===== src/rtl/rotator_cfg_pkg.sv =====
// ######################################
// Weight rotator configuration
// Sizes, reference word layout and the
// output sideband of the weight rotator
// ######################################
package rotator_cfg_pkg;

  localparam int COLS         = 4;
  localparam int WORD_WIDTH   = 8;
  localparam int KW_MAX       = 7;   // odd
  localparam int CI_MAX       = 8;
  localparam int XW_MAX       = 16;
  localparam int XN_MAX       = 4;
  localparam int BANK_DEPTH   = 64;
  localparam int CONFIG_BEATS = 2;
  localparam int BANK_LATENCY = 2;

  localparam int BITS_KW2  = $clog2((KW_MAX + 1) / 2);
  localparam int BITS_CI   = $clog2(CI_MAX);
  localparam int BITS_XW   = $clog2(XW_MAX);
  localparam int BITS_XN   = $clog2(XN_MAX);
  localparam int BITS_ADDR = $clog2(BANK_DEPTH);

  // First beat of a packet, packed in the low data bits
  typedef struct packed {
    logic [BITS_ADDR-1:0] addr_max;  // Last weight address
    logic [BITS_XN-1:0]   xn_1;
    logic [BITS_XW-1:0]   cols_1;
    logic [BITS_CI-1:0]   cin_1;
    logic [BITS_KW2-1:0]  kw2;
  } ref_word_t;

  typedef struct packed {
    logic                is_config;
    logic [BITS_KW2-1:0] kw2;
    logic                is_w_first_clk;
    logic                is_cin_last;
    logic                is_col_1_k2;
    logic                is_w_first_kw2;
    logic                is_w_last;
  } tuser_t;

endpackage


===== src/rtl/rotator_ctrl_pkg.sv =====
// ######################################
// Weight rotator control states
// ######################################
package rotator_ctrl_pkg;

  // Write side, one packet per bank
  typedef enum logic [1:0] {
    W_IDLE, W_GET_REF, W_WRITE, W_SWITCH
  } write_state_e;

  // Read side, config beats then the weight passes
  typedef enum logic [1:0] {
    R_IDLE, R_PASS_CONFIG, R_READ, R_SWITCH
  } read_state_e;

endpackage


===== src/rtl/rotator_ctrl.sv =====
// ######################################
// Weight rotator controller
// Write and read FSMs, bank hand-off
// flags and per-bank enable decode
// ######################################
`timescale 1ns/1ps

module rotator_ctrl (
  input  logic                          aclk,
  input  logic                          aresetn,
  input  logic                          i_s_tvalid,
  input  logic                          i_s_tlast,
  input  logic                          i_src_ready,
  input  logic                          i_config_done,
  input  logic                          i_pass_done,
  output logic                          o_s_tready,
  output logic                          o_i_write,
  output logic                          o_i_read,
  output logic [1:0]                    o_bank_clr,
  output logic [1:0]                    o_ref_en,
  output logic [1:0]                    o_wr_en,
  output logic [1:0]                    o_rd_en,
  output rotator_ctrl_pkg::read_state_e o_read_state
);
  import rotator_ctrl_pkg::*;

  write_state_e write_state;
  logic [1:0]   done_write;  // Bank holds a full packet
  logic [1:0]   done_read;   // Bank is free for the writer
  logic         s_beat;

  assign o_s_tready = write_state inside {W_GET_REF, W_WRITE};
  assign s_beat     = i_s_tvalid && o_s_tready;

  always_ff @(posedge aclk) begin
    if (!aresetn) begin
      write_state <= W_IDLE;
    end else begin
      case (write_state)
        W_IDLE:    if (done_read[o_i_write]) write_state <= W_GET_REF;
        W_GET_REF: if (s_beat) write_state <= W_WRITE;
        W_WRITE:   if (s_beat && i_s_tlast) write_state <= W_SWITCH;
        default:   write_state <= W_IDLE;
      endcase
    end
  end

  always_ff @(posedge aclk) begin
    if (!aresetn) begin
      o_read_state <= R_IDLE;
    end else begin
      case (o_read_state)
        R_IDLE:        if (done_write[o_i_read]) o_read_state <= R_PASS_CONFIG;
        R_PASS_CONFIG: if (i_config_done) o_read_state <= R_READ;
        R_READ:        if (i_pass_done) o_read_state <= R_SWITCH;
        default:       o_read_state <= R_IDLE;
      endcase
    end
  end

  // Ping-pong indices
  always_ff @(posedge aclk) begin
    if (!aresetn) begin
      o_i_write <= 1'b0;
      o_i_read  <= 1'b0;
    end else begin
      if (write_state == W_SWITCH) o_i_write <= ~o_i_write;
      if (o_read_state == R_SWITCH) o_i_read <= ~o_i_read;
    end
  end

  // Claim a bank for reading as the reader leaves idle, release it at switch
  always_ff @(posedge aclk) begin
    if (!aresetn) begin
      done_write <= 2'b00;
      done_read  <= 2'b11;
    end else begin
      if (write_state == W_SWITCH) done_write[o_i_write] <= 1'b1;
      if (o_read_state == R_IDLE && done_write[o_i_read]) done_read[o_i_read] <= 1'b0;
      if (o_read_state == R_SWITCH) begin
        done_read[o_i_read]  <= 1'b1;
        done_write[o_i_read] <= 1'b0;
      end
    end
  end

  always_comb begin
    o_bank_clr = 2'b00;
    o_ref_en   = 2'b00;
    o_wr_en    = 2'b00;
    o_rd_en    = 2'b00;
    if (write_state == W_GET_REF) begin
      o_bank_clr[o_i_write] = 1'b1;    // Rewind both address counters
      o_ref_en[o_i_write]   = s_beat;
    end
    if (write_state == W_WRITE) o_wr_en[o_i_write] = s_beat;
    if (o_read_state inside {R_PASS_CONFIG, R_READ}) o_rd_en[o_i_read] = i_src_ready;
  end

endmodule


===== src/rtl/weight_bank.sv =====
// ######################################
// Weight bank
// Packet RAM with registered reads and a
// read address that loops over weights
// after one pass over the config words
// ######################################
`timescale 1ns/1ps

module weight_bank #(
  parameter int COLS         = rotator_cfg_pkg::COLS,
  parameter int WORD_WIDTH   = rotator_cfg_pkg::WORD_WIDTH,
  parameter int BANK_DEPTH   = rotator_cfg_pkg::BANK_DEPTH,
  parameter int CONFIG_BEATS = rotator_cfg_pkg::CONFIG_BEATS,
  parameter int BANK_LATENCY = rotator_cfg_pkg::BANK_LATENCY
) (
  input  logic                       aclk,
  input  logic                       aresetn,
  input  logic                       i_clr,
  input  logic                       i_ref_en,
  input  rotator_cfg_pkg::ref_word_t i_ref,
  input  logic                       i_wr_en,
  input  logic [COLS*WORD_WIDTH-1:0] i_wr_data,
  input  logic                       i_rd_en,
  output logic [COLS*WORD_WIDTH-1:0] o_rd_data,
  output rotator_cfg_pkg::ref_word_t o_ref
);
  localparam int WIDTH = COLS * WORD_WIDTH;
  localparam int AW    = $clog2(BANK_DEPTH);

  logic [WIDTH-1:0] mem      [BANK_DEPTH];
  logic [WIDTH-1:0] rd_stage [BANK_LATENCY];
  logic [AW-1:0]    wr_addr, rd_addr, addr_max;

  assign addr_max = AW'(o_ref.addr_max);

  always_ff @(posedge aclk) begin
    if (!aresetn || i_clr) begin
      wr_addr <= '0;
      rd_addr <= '0;
    end else begin
      if (i_wr_en) wr_addr <= wr_addr + 1'b1;
      if (i_rd_en) rd_addr <= (rd_addr == addr_max) ? AW'(CONFIG_BEATS) : rd_addr + 1'b1;
    end
  end

  always_ff @(posedge aclk) begin
    if (i_wr_en) mem[wr_addr] <= i_wr_data;
    if (i_rd_en) rd_stage[0] <= mem[rd_addr];
    for (int s = 1; s < BANK_LATENCY; s++) begin
      rd_stage[s] <= rd_stage[s-1];   // Output register chain
    end
    if (i_ref_en) o_ref <= i_ref;
  end

  assign o_rd_data = rd_stage[BANK_LATENCY-1];

endmodule


===== src/rtl/read_pipe.sv =====
// ######################################
// Bank read pipe
// Tracks reads in flight and buffers the
// returning words against back-pressure
// ######################################
`timescale 1ns/1ps

module read_pipe #(
  parameter int WIDTH        = rotator_cfg_pkg::COLS * rotator_cfg_pkg::WORD_WIDTH,
  parameter int BANK_LATENCY = rotator_cfg_pkg::BANK_LATENCY
) (
  input  logic             aclk,
  input  logic             aresetn,
  input  logic             i_flush,
  input  logic             i_rd_en,
  input  logic [WIDTH-1:0] i_data,
  input  logic             i_m_tready,
  output logic             o_src_ready,
  output logic             o_m_tvalid,
  output logic [WIDTH-1:0] o_m_tdata
);
  localparam int DEPTH = BANK_LATENCY + 1;
  localparam int PW    = $clog2(DEPTH);
  localparam int CW    = $clog2(DEPTH + 1);

  logic [BANK_LATENCY-1:0] in_flight;   // One bit per read not yet returned
  logic [WIDTH-1:0]        fifo [DEPTH];
  logic [PW-1:0]           wr_ptr, rd_ptr;
  logic [CW-1:0]           count;
  logic [CW:0]             pending;
  logic                    push, pop;

  assign push       = in_flight[BANK_LATENCY-1];
  assign o_m_tvalid = (count != '0);
  assign pop        = o_m_tvalid && i_m_tready;
  assign o_m_tdata  = fifo[rd_ptr];

  // Stored words plus outstanding reads must fit after this cycle's pop
  always_comb begin
    pending = (CW + 1)'(count);
    for (int k = 0; k < BANK_LATENCY; k++) begin
      pending = pending + in_flight[k];
    end
  end
  assign o_src_ready = (pending - pop) < DEPTH;

  always_ff @(posedge aclk) begin
    if (!aresetn || i_flush) begin
      in_flight <= '0;
      wr_ptr    <= '0;
      rd_ptr    <= '0;
      count     <= '0;
    end else begin
      in_flight <= (in_flight << 1) | BANK_LATENCY'(i_rd_en);
      if (push) wr_ptr <= (wr_ptr == PW'(DEPTH - 1)) ? '0 : wr_ptr + 1'b1;
      if (pop) rd_ptr <= (rd_ptr == PW'(DEPTH - 1)) ? '0 : rd_ptr + 1'b1;
      count <= count + CW'(push) - CW'(pop);
    end
  end

  always_ff @(posedge aclk) begin
    if (push) fifo[wr_ptr] <= i_data;
  end

endmodule


===== src/rtl/loop_counters.sv =====
// ######################################
// Rotation loop counters
// Kernel, channel, column and image loops
// giving tlast and the position flags
// ######################################
`timescale 1ns/1ps

module loop_counters #(
  parameter int KW_MAX       = rotator_cfg_pkg::KW_MAX,
  parameter int CI_MAX       = rotator_cfg_pkg::CI_MAX,
  parameter int XW_MAX       = rotator_cfg_pkg::XW_MAX,
  parameter int XN_MAX       = rotator_cfg_pkg::XN_MAX,
  parameter int CONFIG_BEATS = rotator_cfg_pkg::CONFIG_BEATS
) (
  input  logic                          aclk,
  input  logic                          aresetn,
  input  logic                          i_load,
  input  rotator_ctrl_pkg::read_state_e i_read_state,
  input  logic                          i_beat,
  input  rotator_cfg_pkg::ref_word_t    i_ref,
  output logic                          o_config_done,
  output logic                          o_pass_done,
  output logic                          o_m_tlast,
  output rotator_cfg_pkg::tuser_t       o_m_tuser
);
  import rotator_ctrl_pkg::*;

  localparam int BITS_CFG = $clog2(CONFIG_BEATS + 1);
  localparam int BITS_KW  = $clog2(KW_MAX);
  localparam int BITS_CI  = $clog2(CI_MAX);
  localparam int BITS_XW  = $clog2(XW_MAX);
  localparam int BITS_XN  = $clog2(XN_MAX);

  logic [BITS_CFG-1:0] c_cfg;
  logic [BITS_KW-1:0]  c_kw;
  logic [BITS_CI-1:0]  c_cin;
  logic [BITS_XW-1:0]  c_col, cols_left;
  logic [BITS_XN-1:0]  c_xn;
  logic                l_cfg, l_kw, l_cin, l_col, l_xn;
  logic                en_cfg, en_kw, lc_kw, lc_cin, lc_col;

  assign l_cfg = (c_cfg == BITS_CFG'(CONFIG_BEATS - 1));
  assign l_kw  = (c_kw == BITS_KW'({i_ref.kw2, 1'b0}));   // Kernel width is 2*kw2+1
  assign l_cin = (c_cin == BITS_CI'(i_ref.cin_1));
  assign l_col = (c_col == BITS_XW'(i_ref.cols_1));
  assign l_xn  = (c_xn == BITS_XN'(i_ref.xn_1));

  assign en_cfg = i_beat && (i_read_state == R_PASS_CONFIG);
  assign en_kw  = i_beat && (i_read_state == R_READ);
  assign lc_kw  = en_kw && l_kw;
  assign lc_cin = lc_kw && l_cin;
  assign lc_col = lc_cin && l_col;

  assign o_config_done = en_cfg && l_cfg;
  assign o_pass_done   = lc_col && l_xn;
  assign o_m_tlast     = (i_read_state == R_READ) && l_kw && l_cin && l_col && l_xn;

  // Each loop wraps to zero on its last beat, so a finished pass leaves all at zero
  always_ff @(posedge aclk) begin
    if (!aresetn || i_load) begin
      c_cfg <= '0;
      c_kw  <= '0;
      c_cin <= '0;
      c_col <= '0;
      c_xn  <= '0;
    end else begin
      if (en_cfg) c_cfg <= l_cfg ? '0 : c_cfg + 1'b1;
      if (en_kw) c_kw <= l_kw ? '0 : c_kw + 1'b1;
      if (lc_kw) c_cin <= l_cin ? '0 : c_cin + 1'b1;
      if (lc_cin) c_col <= l_col ? '0 : c_col + 1'b1;
      if (lc_col) c_xn <= l_xn ? '0 : c_xn + 1'b1;
    end
  end

  assign cols_left = BITS_XW'(i_ref.cols_1) - c_col;

  assign o_m_tuser.is_config      = (i_read_state == R_PASS_CONFIG);
  assign o_m_tuser.kw2            = i_ref.kw2;
  assign o_m_tuser.is_w_first_clk = (c_kw == '0) && (c_cin == '0) && (c_col == '0);
  assign o_m_tuser.is_cin_last    = l_kw && l_cin;
  assign o_m_tuser.is_col_1_k2    = (c_col == BITS_XW'(i_ref.kw2));
  assign o_m_tuser.is_w_first_kw2 = cols_left < BITS_XW'(i_ref.kw2);
  assign o_m_tuser.is_w_last      = l_col;

endmodule


===== src/rtl/weight_rotator_top.sv =====
// ######################################
// Weight rotator top
// Ping-pong weight banks fed by an input
// packet, replayed through a skid pipe
// with loop flags on the output stream
// ######################################
`timescale 1ns/1ps

module weight_rotator_top #(
  parameter int COLS         = rotator_cfg_pkg::COLS,
  parameter int WORD_WIDTH   = rotator_cfg_pkg::WORD_WIDTH,
  parameter int KW_MAX       = rotator_cfg_pkg::KW_MAX,
  parameter int CI_MAX       = rotator_cfg_pkg::CI_MAX,
  parameter int XW_MAX       = rotator_cfg_pkg::XW_MAX,
  parameter int XN_MAX       = rotator_cfg_pkg::XN_MAX,
  parameter int BANK_DEPTH   = rotator_cfg_pkg::BANK_DEPTH,
  parameter int CONFIG_BEATS = rotator_cfg_pkg::CONFIG_BEATS,
  parameter int BANK_LATENCY = rotator_cfg_pkg::BANK_LATENCY
) (
  input  logic                           aclk,
  input  logic                           aresetn,
  input  logic                           i_s_tvalid,
  output logic                           o_s_tready,
  input  logic [COLS*WORD_WIDTH-1:0]     i_s_tdata,
  input  logic                           i_s_tlast,
  output logic                           o_m_tvalid,
  input  logic                           i_m_tready,
  output logic [COLS*WORD_WIDTH-1:0]     o_m_tdata,
  output logic                           o_m_tlast,
  output rotator_cfg_pkg::tuser_t        o_m_tuser
);
  import rotator_cfg_pkg::*;
  import rotator_ctrl_pkg::*;

  localparam int DATA_W = COLS * WORD_WIDTH;

  read_state_e       read_state;
  logic              read_idx;
  logic [1:0]        bank_clr, ref_en, wr_en, rd_en;
  logic [DATA_W-1:0] bank_data [2];
  ref_word_t         bank_ref [2];
  ref_word_t         s_ref, rd_ref;
  logic              src_ready, pipe_valid, m_beat;
  logic              config_done, pass_done;

  assign s_ref  = ref_word_t'(i_s_tdata[$bits(ref_word_t)-1:0]);
  assign rd_ref = bank_ref[read_idx];

  // Leftover reads past the pass end stay hidden until the flush
  assign o_m_tvalid = pipe_valid && (read_state inside {R_PASS_CONFIG, R_READ});
  assign m_beat     = o_m_tvalid && i_m_tready;

  rotator_ctrl u_ctrl (
    .aclk          (aclk),
    .aresetn       (aresetn),
    .i_s_tvalid    (i_s_tvalid),
    .i_s_tlast     (i_s_tlast),
    .i_src_ready   (src_ready),
    .i_config_done (config_done),
    .i_pass_done   (pass_done),
    .o_s_tready    (o_s_tready),
    .o_i_write     (),
    .o_i_read      (read_idx),
    .o_bank_clr    (bank_clr),
    .o_ref_en      (ref_en),
    .o_wr_en       (wr_en),
    .o_rd_en       (rd_en),
    .o_read_state  (read_state)
  );

  for (genvar b = 0; b < 2; b++) begin : g_bank
    weight_bank #(
      .COLS(COLS), .WORD_WIDTH(WORD_WIDTH), .BANK_DEPTH(BANK_DEPTH),
      .CONFIG_BEATS(CONFIG_BEATS), .BANK_LATENCY(BANK_LATENCY)
    ) u_bank (
      .aclk(aclk), .aresetn(aresetn), .i_clr(bank_clr[b]),
      .i_ref_en(ref_en[b]), .i_ref(s_ref),
      .i_wr_en(wr_en[b]), .i_wr_data(i_s_tdata), .i_rd_en(rd_en[b]),
      .o_rd_data(bank_data[b]), .o_ref(bank_ref[b])
    );
  end

  read_pipe #(.WIDTH(DATA_W), .BANK_LATENCY(BANK_LATENCY)) u_pipe (
    .aclk(aclk), .aresetn(aresetn), .i_flush(read_state == R_SWITCH),
    .i_rd_en(|rd_en), .i_data(bank_data[read_idx]), .i_m_tready(i_m_tready),
    .o_src_ready(src_ready), .o_m_tvalid(pipe_valid), .o_m_tdata(o_m_tdata)
  );

  loop_counters #(
    .KW_MAX(KW_MAX), .CI_MAX(CI_MAX), .XW_MAX(XW_MAX),
    .XN_MAX(XN_MAX), .CONFIG_BEATS(CONFIG_BEATS)
  ) u_loops (
    .aclk(aclk), .aresetn(aresetn), .i_load(read_state == R_IDLE),
    .i_read_state(read_state), .i_beat(m_beat), .i_ref(rd_ref),
    .o_config_done(config_done), .o_pass_done(pass_done),
    .o_m_tlast(o_m_tlast), .o_m_tuser(o_m_tuser)
  );

endmodule


===== config.mk =====
export PLATFORM = sky130hd
export DESIGN_NAME = weight_rotator_top
export DESIGN_NICKNAME = d
export VERILOG_FILES = /design/src/rtl/rotator_cfg_pkg.sv /design/src/rtl/rotator_ctrl_pkg.sv /design/src/rtl/rotator_ctrl.sv /design/src/rtl/weight_bank.sv /design/src/rtl/read_pipe.sv /design/src/rtl/loop_counters.sv /design/src/rtl/weight_rotator_top.sv
export SDC_FILE = /design/constraint.sdc
export NUM_CORES = 2
export LEC_CHECK = 0
export BUFFER_PORTS_ARGS = -buffer_cell sky130_fd_sc_hd__buf_4
export CAP_MARGIN = 5
export CORE_MARGIN = 5
export CORE_UTILIZATION = 55
export CTS_CLUSTER_SIZE = 40
export DETAILED_ROUTE_END_ITERATION = 7
export GPL_TIMING_DRIVEN = 0
export PLACE_DENSITY_LB_ADDON = 0.05
export SLEW_MARGIN = 10
export SYNTH_ARGS = -nofsm -noshare
export SYNTH_HDL_FRONTEND = slang
export SYNTH_MEMORY_MAX_BITS = 65536
export SYNTH_SLANG_ARGS = --single-unit

===== constraint.sdc =====
create_clock -name aclk -period 8.1 [get_ports aclk]
set_input_delay 1.215 -clock aclk [delete_from_list [all_inputs] [get_ports aclk]]
set_output_delay 1.215 -clock aclk [all_outputs]
set_load 0.02 [all_outputs]

**Yosys cells after proc, flatten, opt, wreduce, memory -nomap -nowiden**

Memories as Yosys holds them, arrays and structs flattened. A register that Yosys moved wholly into a read port is not among the register bits.
Cells that the tools add are included.
Widths: inputs -> output; s select.

- Register bits after elaboration: 90
- Memory bits (writable): 4,320
- Bits of input ports: 37
- Logic and storage cells: 186
- Memories: 5

- Add/subtract/negate cells: 17
- Order comparisons: 7
- Equality and inequality tests: 22
- Mux-type cells: 57
- Bitwise logic cells: 11
- Reduce and logical (&&, ||, !) cells: 38

Memory list:

| name | depth | width | read ports | clocked after memory_dff | wr ports | RTL line | text |
|---|---|---|---|---|---|---|---|
| g_bank[0].u_bank.mem | 64 | 32 | 1 | 1 | 1 | weight_bank.sv:30 | `logic [WIDTH-1:0] mem [BANK_DEPTH];` |
| g_bank[1].u_bank.mem | 64 | 32 | 1 | 1 | 1 | weight_bank.sv:30 |  |
| u_pipe.fifo | 3 | 32 | 1 | 1 | 1 | read_pipe.sv:27 | `logic [WIDTH-1:0] fifo [DEPTH];` |
| g_bank[0].u_bank.rd_stage | 2 | 32 | 2 | 0 | 2 | weight_bank.sv:31 | `logic [WIDTH-1:0] rd_stage [BANK_LATENCY];` |
| g_bank[1].u_bank.rd_stage | 2 | 32 | 2 | 0 | 2 | weight_bank.sv:31 |  |

Operators with widths:

| operator | number |
|---|---|
| $mux 32 | 3 |
| $mux 2 | 22 |
| $mux 6 | 6 |
| $mux 11 | 3 |
| $lt 32x2->1 const B | 1 |
| $add 6x1->6 const B | 4 |
| $logic_and 1x1->1 | 22 |
| $mux 1 | 16 |
| $eq 2x2->1 const B | 6 |
| $eq 6x6->1 | 2 |
| $pmux 2 s3 | 2 |
| $add 2x1->2 const B | 4 |
| $and 2x2->2 | 4 |
| $add 3x1->3 const B | 2 |
| $eq 2x1->1 const B | 3 |
| $eq 3x3->1 | 2 |
| $logic_not 3->1 | 2 |
| $mux 3 | 2 |
| $ne 2x1->1 const B | 3 |
| $ne 2x2->1 const B | 3 |
| $reduce_and 3->1 | 2 |
| $reduce_bool 2->1 | 3 |
| $add 4x1->4 const B | 1 |
| $eq 4x2->1 | 1 |
| 24 further kinds | 33 |

**Logic depth before layout (Yosys ltp)**

- Depth in word-level cells: 11
- Depth in mapped cells: 11

**Cells and area by module**

From an unflattened synthesis, not the netlist that was laid out.

- Cell total of the unflattened synthesis: 7,725
- Area, all modules: 168,864.5 µm²

By module, submodules not included:

| module | instances | cells an instance | area each (µm²) | seq. area each (µm²) |
|---|---|---|---|---|
| weight_bank | 2 | 3,603 | 81,192.9 | 63,971.4 |
| read_pipe | 1 | 252 | 4,076.4 | 3,083.0 |
| loop_counters | 1 | 134 | 1,096.1 | 280.3 |
| weight_rotator_top | 1 | 61 | 689.4 | 0.0 |
| rotator_ctrl | 1 | 72 | 616.8 | 200.2 |

**Least setup slack after synthesis**

OpenSTA, ideal clock, no wires.

- Path kind: input -> register
- Start: in i_m_tready
- End: reg (tool-made name)
- Arrival time: 4.988 ns
- Required time: 7.960 ns
- Path slack: 2.972 ns
- Cell stages on the path: 11
- Buffers on the path: 0
- Path through: o21ai_1 inv_1 ha_1 fa_1 fa_1 xor2_1 a2111oi_4 and4_1 and3_1 xnor2_1 nor2_1

RTL lines:

| what | RTL line | text |
|---|---|---|
| from (decl) | weight_rotator_top.sv:27 | `input logic i_m_tready,` |

==> metrics <==
crit path time final 6494 ps; critical path's top delay family buffers and inverters; Synth Flop Type edfxtp_1; top cells by count, synth edfxtp_1, mux4_2, nor2_1; first-pass GRT wire length 651900 um; post-synth top area share 77.02%; Yosys reg bits 4424; Bufs and invs on worst path 6; switching part of the total 23.36%; sw power 0.01202 W; CTS Buf Count 445; area leader, netlist edfxtp_1; maximum buffer depth of the clock tree 4; Pleak 58.56 nW; top-count cell post-synth edfxtp_1; WL final 474000 um; initial core utilization 55.24%; CP cell instances buf_6, buf_6, clkbuf_1, buf_1, mux2i_1, ha_1, inv_1, fa_1, ha_1, a2111oi_0, buf_4; FF-to-FF End g_bank[1].u_bank.rd_stage[0][0]; fin crit share 80.17%; failing checks DRC, capacitance limit, slew limit; # resized after CTS 0; worst-margin pin slew 1513 ps; VDD IR max 0.0001937 V; Core ar. 302800 um2; crit end category primary output; clock-pin slew on the worst setup and hold paths 60 ps; Port Buffers 78; DR iter-0 viols 12610; Fin. Hold Viols 0; FMAX 154.0 MHz; Final Max Slew Viols 3; Nets 7810; Combinational Power Share 10.4%; pwr dens 266.1 nW/um2; clock root cell clkbuf_16; HPWL after detailed placement 314700 um; average size of a mapped cell 23.89 um2; Die ar. 315200 um2; Crit path largest cell delay 840 ps; RSZ-0062 raised after global routing no; drt via density 6.730; CTS H-Tree Depth 5; Post-CTS Setup Bufs 0; Layout Area Growth over Synthesis 15.63%; clock sink count 4424; worst hold slack 339.7 ps; CP required 6880 ps; via count 81620; Mapped Nets 7070; I/O pin count 80; Die H 561.4 um; r2r setup slk 2720 ps; CTS tree done; R2R cell count 8; Clk Latency, worst-skew pair 970 ps; Setup violations, final 0; Setup crit start kind register; internal power 0.03945 W; slowest stage cell on the critical path buf_1; Setup CP Type register to primary output; FFs w/ async S/R, synth 0%; crit path DAT 5280 ps; layout cells sized above 1 31.10%; largest net degree at the start of global routing 131; post-layout util 63.87%; WL per Instance 39.09 um; Rows 202; Flop pwr share 49.3%; Cell variety after synth 59; CTS Hold Bufs 0; instance count on the critical path 11; GPL Wtd Cong 0.9687; vias in the first global route 80080; crit path launch u_ctrl.o_i_read; Slew headroom -1.279%; synth top area cells edfxtp_1, mux4_2, dfxtp_1, mux2i_1, nor2_1; Post-Syn Area 167300 um2; drt drc 21; Post-synth EDFFs 4290; worst setup path endpoint o_m_tuser[1]; Seq/Total Area, Yosys 78.63%; largest fanout on the critical path 10; Hold Path Stages 0; status complete, but fails checks; Synth Instances 7002; Tot GR Track Use 30.11%; clock share of power 40.2%; Setup TNS Final 0 ps; router iterations before antenna repair 7; Overflow after GRT 0; Die Width 561.4 um; Max-cap violations 1; synth warn 0; clk_skew 34.81 ps; Min-Delay Path Class register to register; Routed Antenna Nets 0; initial antenna violation count 30
==> metrics by stage <==
step	power, W	area (um2)	cells	setup slack [ps]
2_1_floorplan	0.02889	167300	7002	2972
5_1_grt	0.05293	193400	12110	1425
3_5_place_dp	0.03121	178500	11270	2633
6_report	0.05147	193400	12130	1606
3_3_place_gp	0.03108	172800	11060	1158
4_1_cts	0.05166	193200	12100	1577
==> worst min-delay path by stage <==
stage,startpoint,to
final,g_bank[0].u_bank.rd_stage[0][29],g_bank[0].u_bank.rd_stage[0][61]
after global routing,g_bank[1].u_bank.rd_stage[0][2],g_bank[1].u_bank.rd_stage[0][34]
after CTS,g_bank[1].u_bank.rd_stage[0][5],g_bank[1].u_bank.rd_stage[0][37]
after detailed placement,g_bank[0].u_bank.rd_stage[0][13],g_bank[0].u_bank.rd_stage[0][45]
after global placement,g_bank[0].u_bank.rd_stage[0][5],g_bank[0].u_bank.rd_stage[0][37]
after floorplan,g_bank[0].u_bank.rd_stage[0][0],g_bank[0].u_bank.rd_stage[0][32]
==> per-layer routing <==
layer / up-vias / part of all wire (%) / global-route usage, %
li1: 31620 / - / -
met1: 44150 / 39 / 44.19
met2: 5003 / 45 / 43.71
met3: 844 / 12 / 9.572
met4: 12 / 3.9 / 9.716
met5: - / 0.075 / 0.6777
==> layout by cell type (no fill, tap or decap), types with 8 or more instances in the layout <==
| cell | instances |
|---|---|
| a21oi_1 | 18 |
| a221oi_1 | 10 |
| a22oi_1 | 68 |
| buf_1 | 34 |
| buf_12 | 103 |
| buf_16 | 86 |
| buf_2 | 127 |
| buf_4 | 78 |
| buf_6 | 59 |
| bufinv_16 | 50 |
| clkbuf_1 | 239 |
| clkbuf_16 | 455 |
| clkbuf_8 | 16 |
| clkinv_1 | 101 |
| clkinv_2 | 93 |
| clkinvlp_4 | 11 |
| dfxtp_1 | 134 |
| diode_2 | 20 |
| edfxtp_1 | 4290 |
| ha_1 | 28 |
| inv_1 | 27 |
| inv_6 | 9 |
| mux2_2 | 34 |
| mux2i_1 | 97 |
| mux4_2 | 1230 |
| nand2_1 | 97 |
| nand2b_1 | 10 |
| nand3_1 | 17 |
| nand4_1 | 9 |
| nor2_1 | 115 |
| nor2_4 | 128 |
| nor2b_1 | 10 |
| nor3_1 | 8 |
| o211ai_1 | 41 |
| o21ai_0 | 31 |
| o21ai_1 | 21 |
| o22ai_1 | 102 |
| xnor2_1 | 24 |
| xor2_1 | 26 |
==> power groups by stage <==
stage	Combinational, W	Clock (W)	Sequential (W)
2_1_floorplan	0.00304	0	0.0258
6_report	0.00536	0.0207	0.0254
3_3_place_gp	0.00517	0	0.0259
3_5_place_dp	0.00532	0	0.0259
4_1_cts	0.00534	0.0209	0.0254
5_1_grt	0.00558	0.0220	0.0254
==> sequential cells by signal, indices dropped and copies added, names as in the netlist, 3 cells and up, named ones only <==
register	flops
g_bank.u_bank.rd_stage	128
u_loops.c_col	4
u_pipe.fifo	96
g_bank.u_bank.wr_addr	12
u_loops.c_kw	3
g_bank.u_bank.addr_max	12
g_bank.u_bank.mem	4096
g_bank.u_bank.o_ref	22
g_bank.u_bank.rd_addr	12
u_loops.c_cin	3
==> area by class of cell <==
class,count,area (um2)
Fill cell,19860,109400
Inverter,28,105.1
Clock inverter,280,2794
Antenna cell,20,50.05
Clock buffer,554,11920
Timing Repair Buffer,293,5405
Sequential cell,4424,131500
Multi-Input combinational cell,2193,34960
Buffer,357,1678
Tap cell,3978,4977
==> logic make-up after synthesis <==
family	share of synthesized area, %
AO/OA/AOI/OAI	1.236
XOR/XNOR	0.2618
adder cells (fa/ha/maj)	0.2454
buffers and inverters	1.062
flip-flops	78.63
multiplexers	17.40
AND/OR/NAND/NOR	1.168
Note: power is estimated with default switching activity, not from simulation.
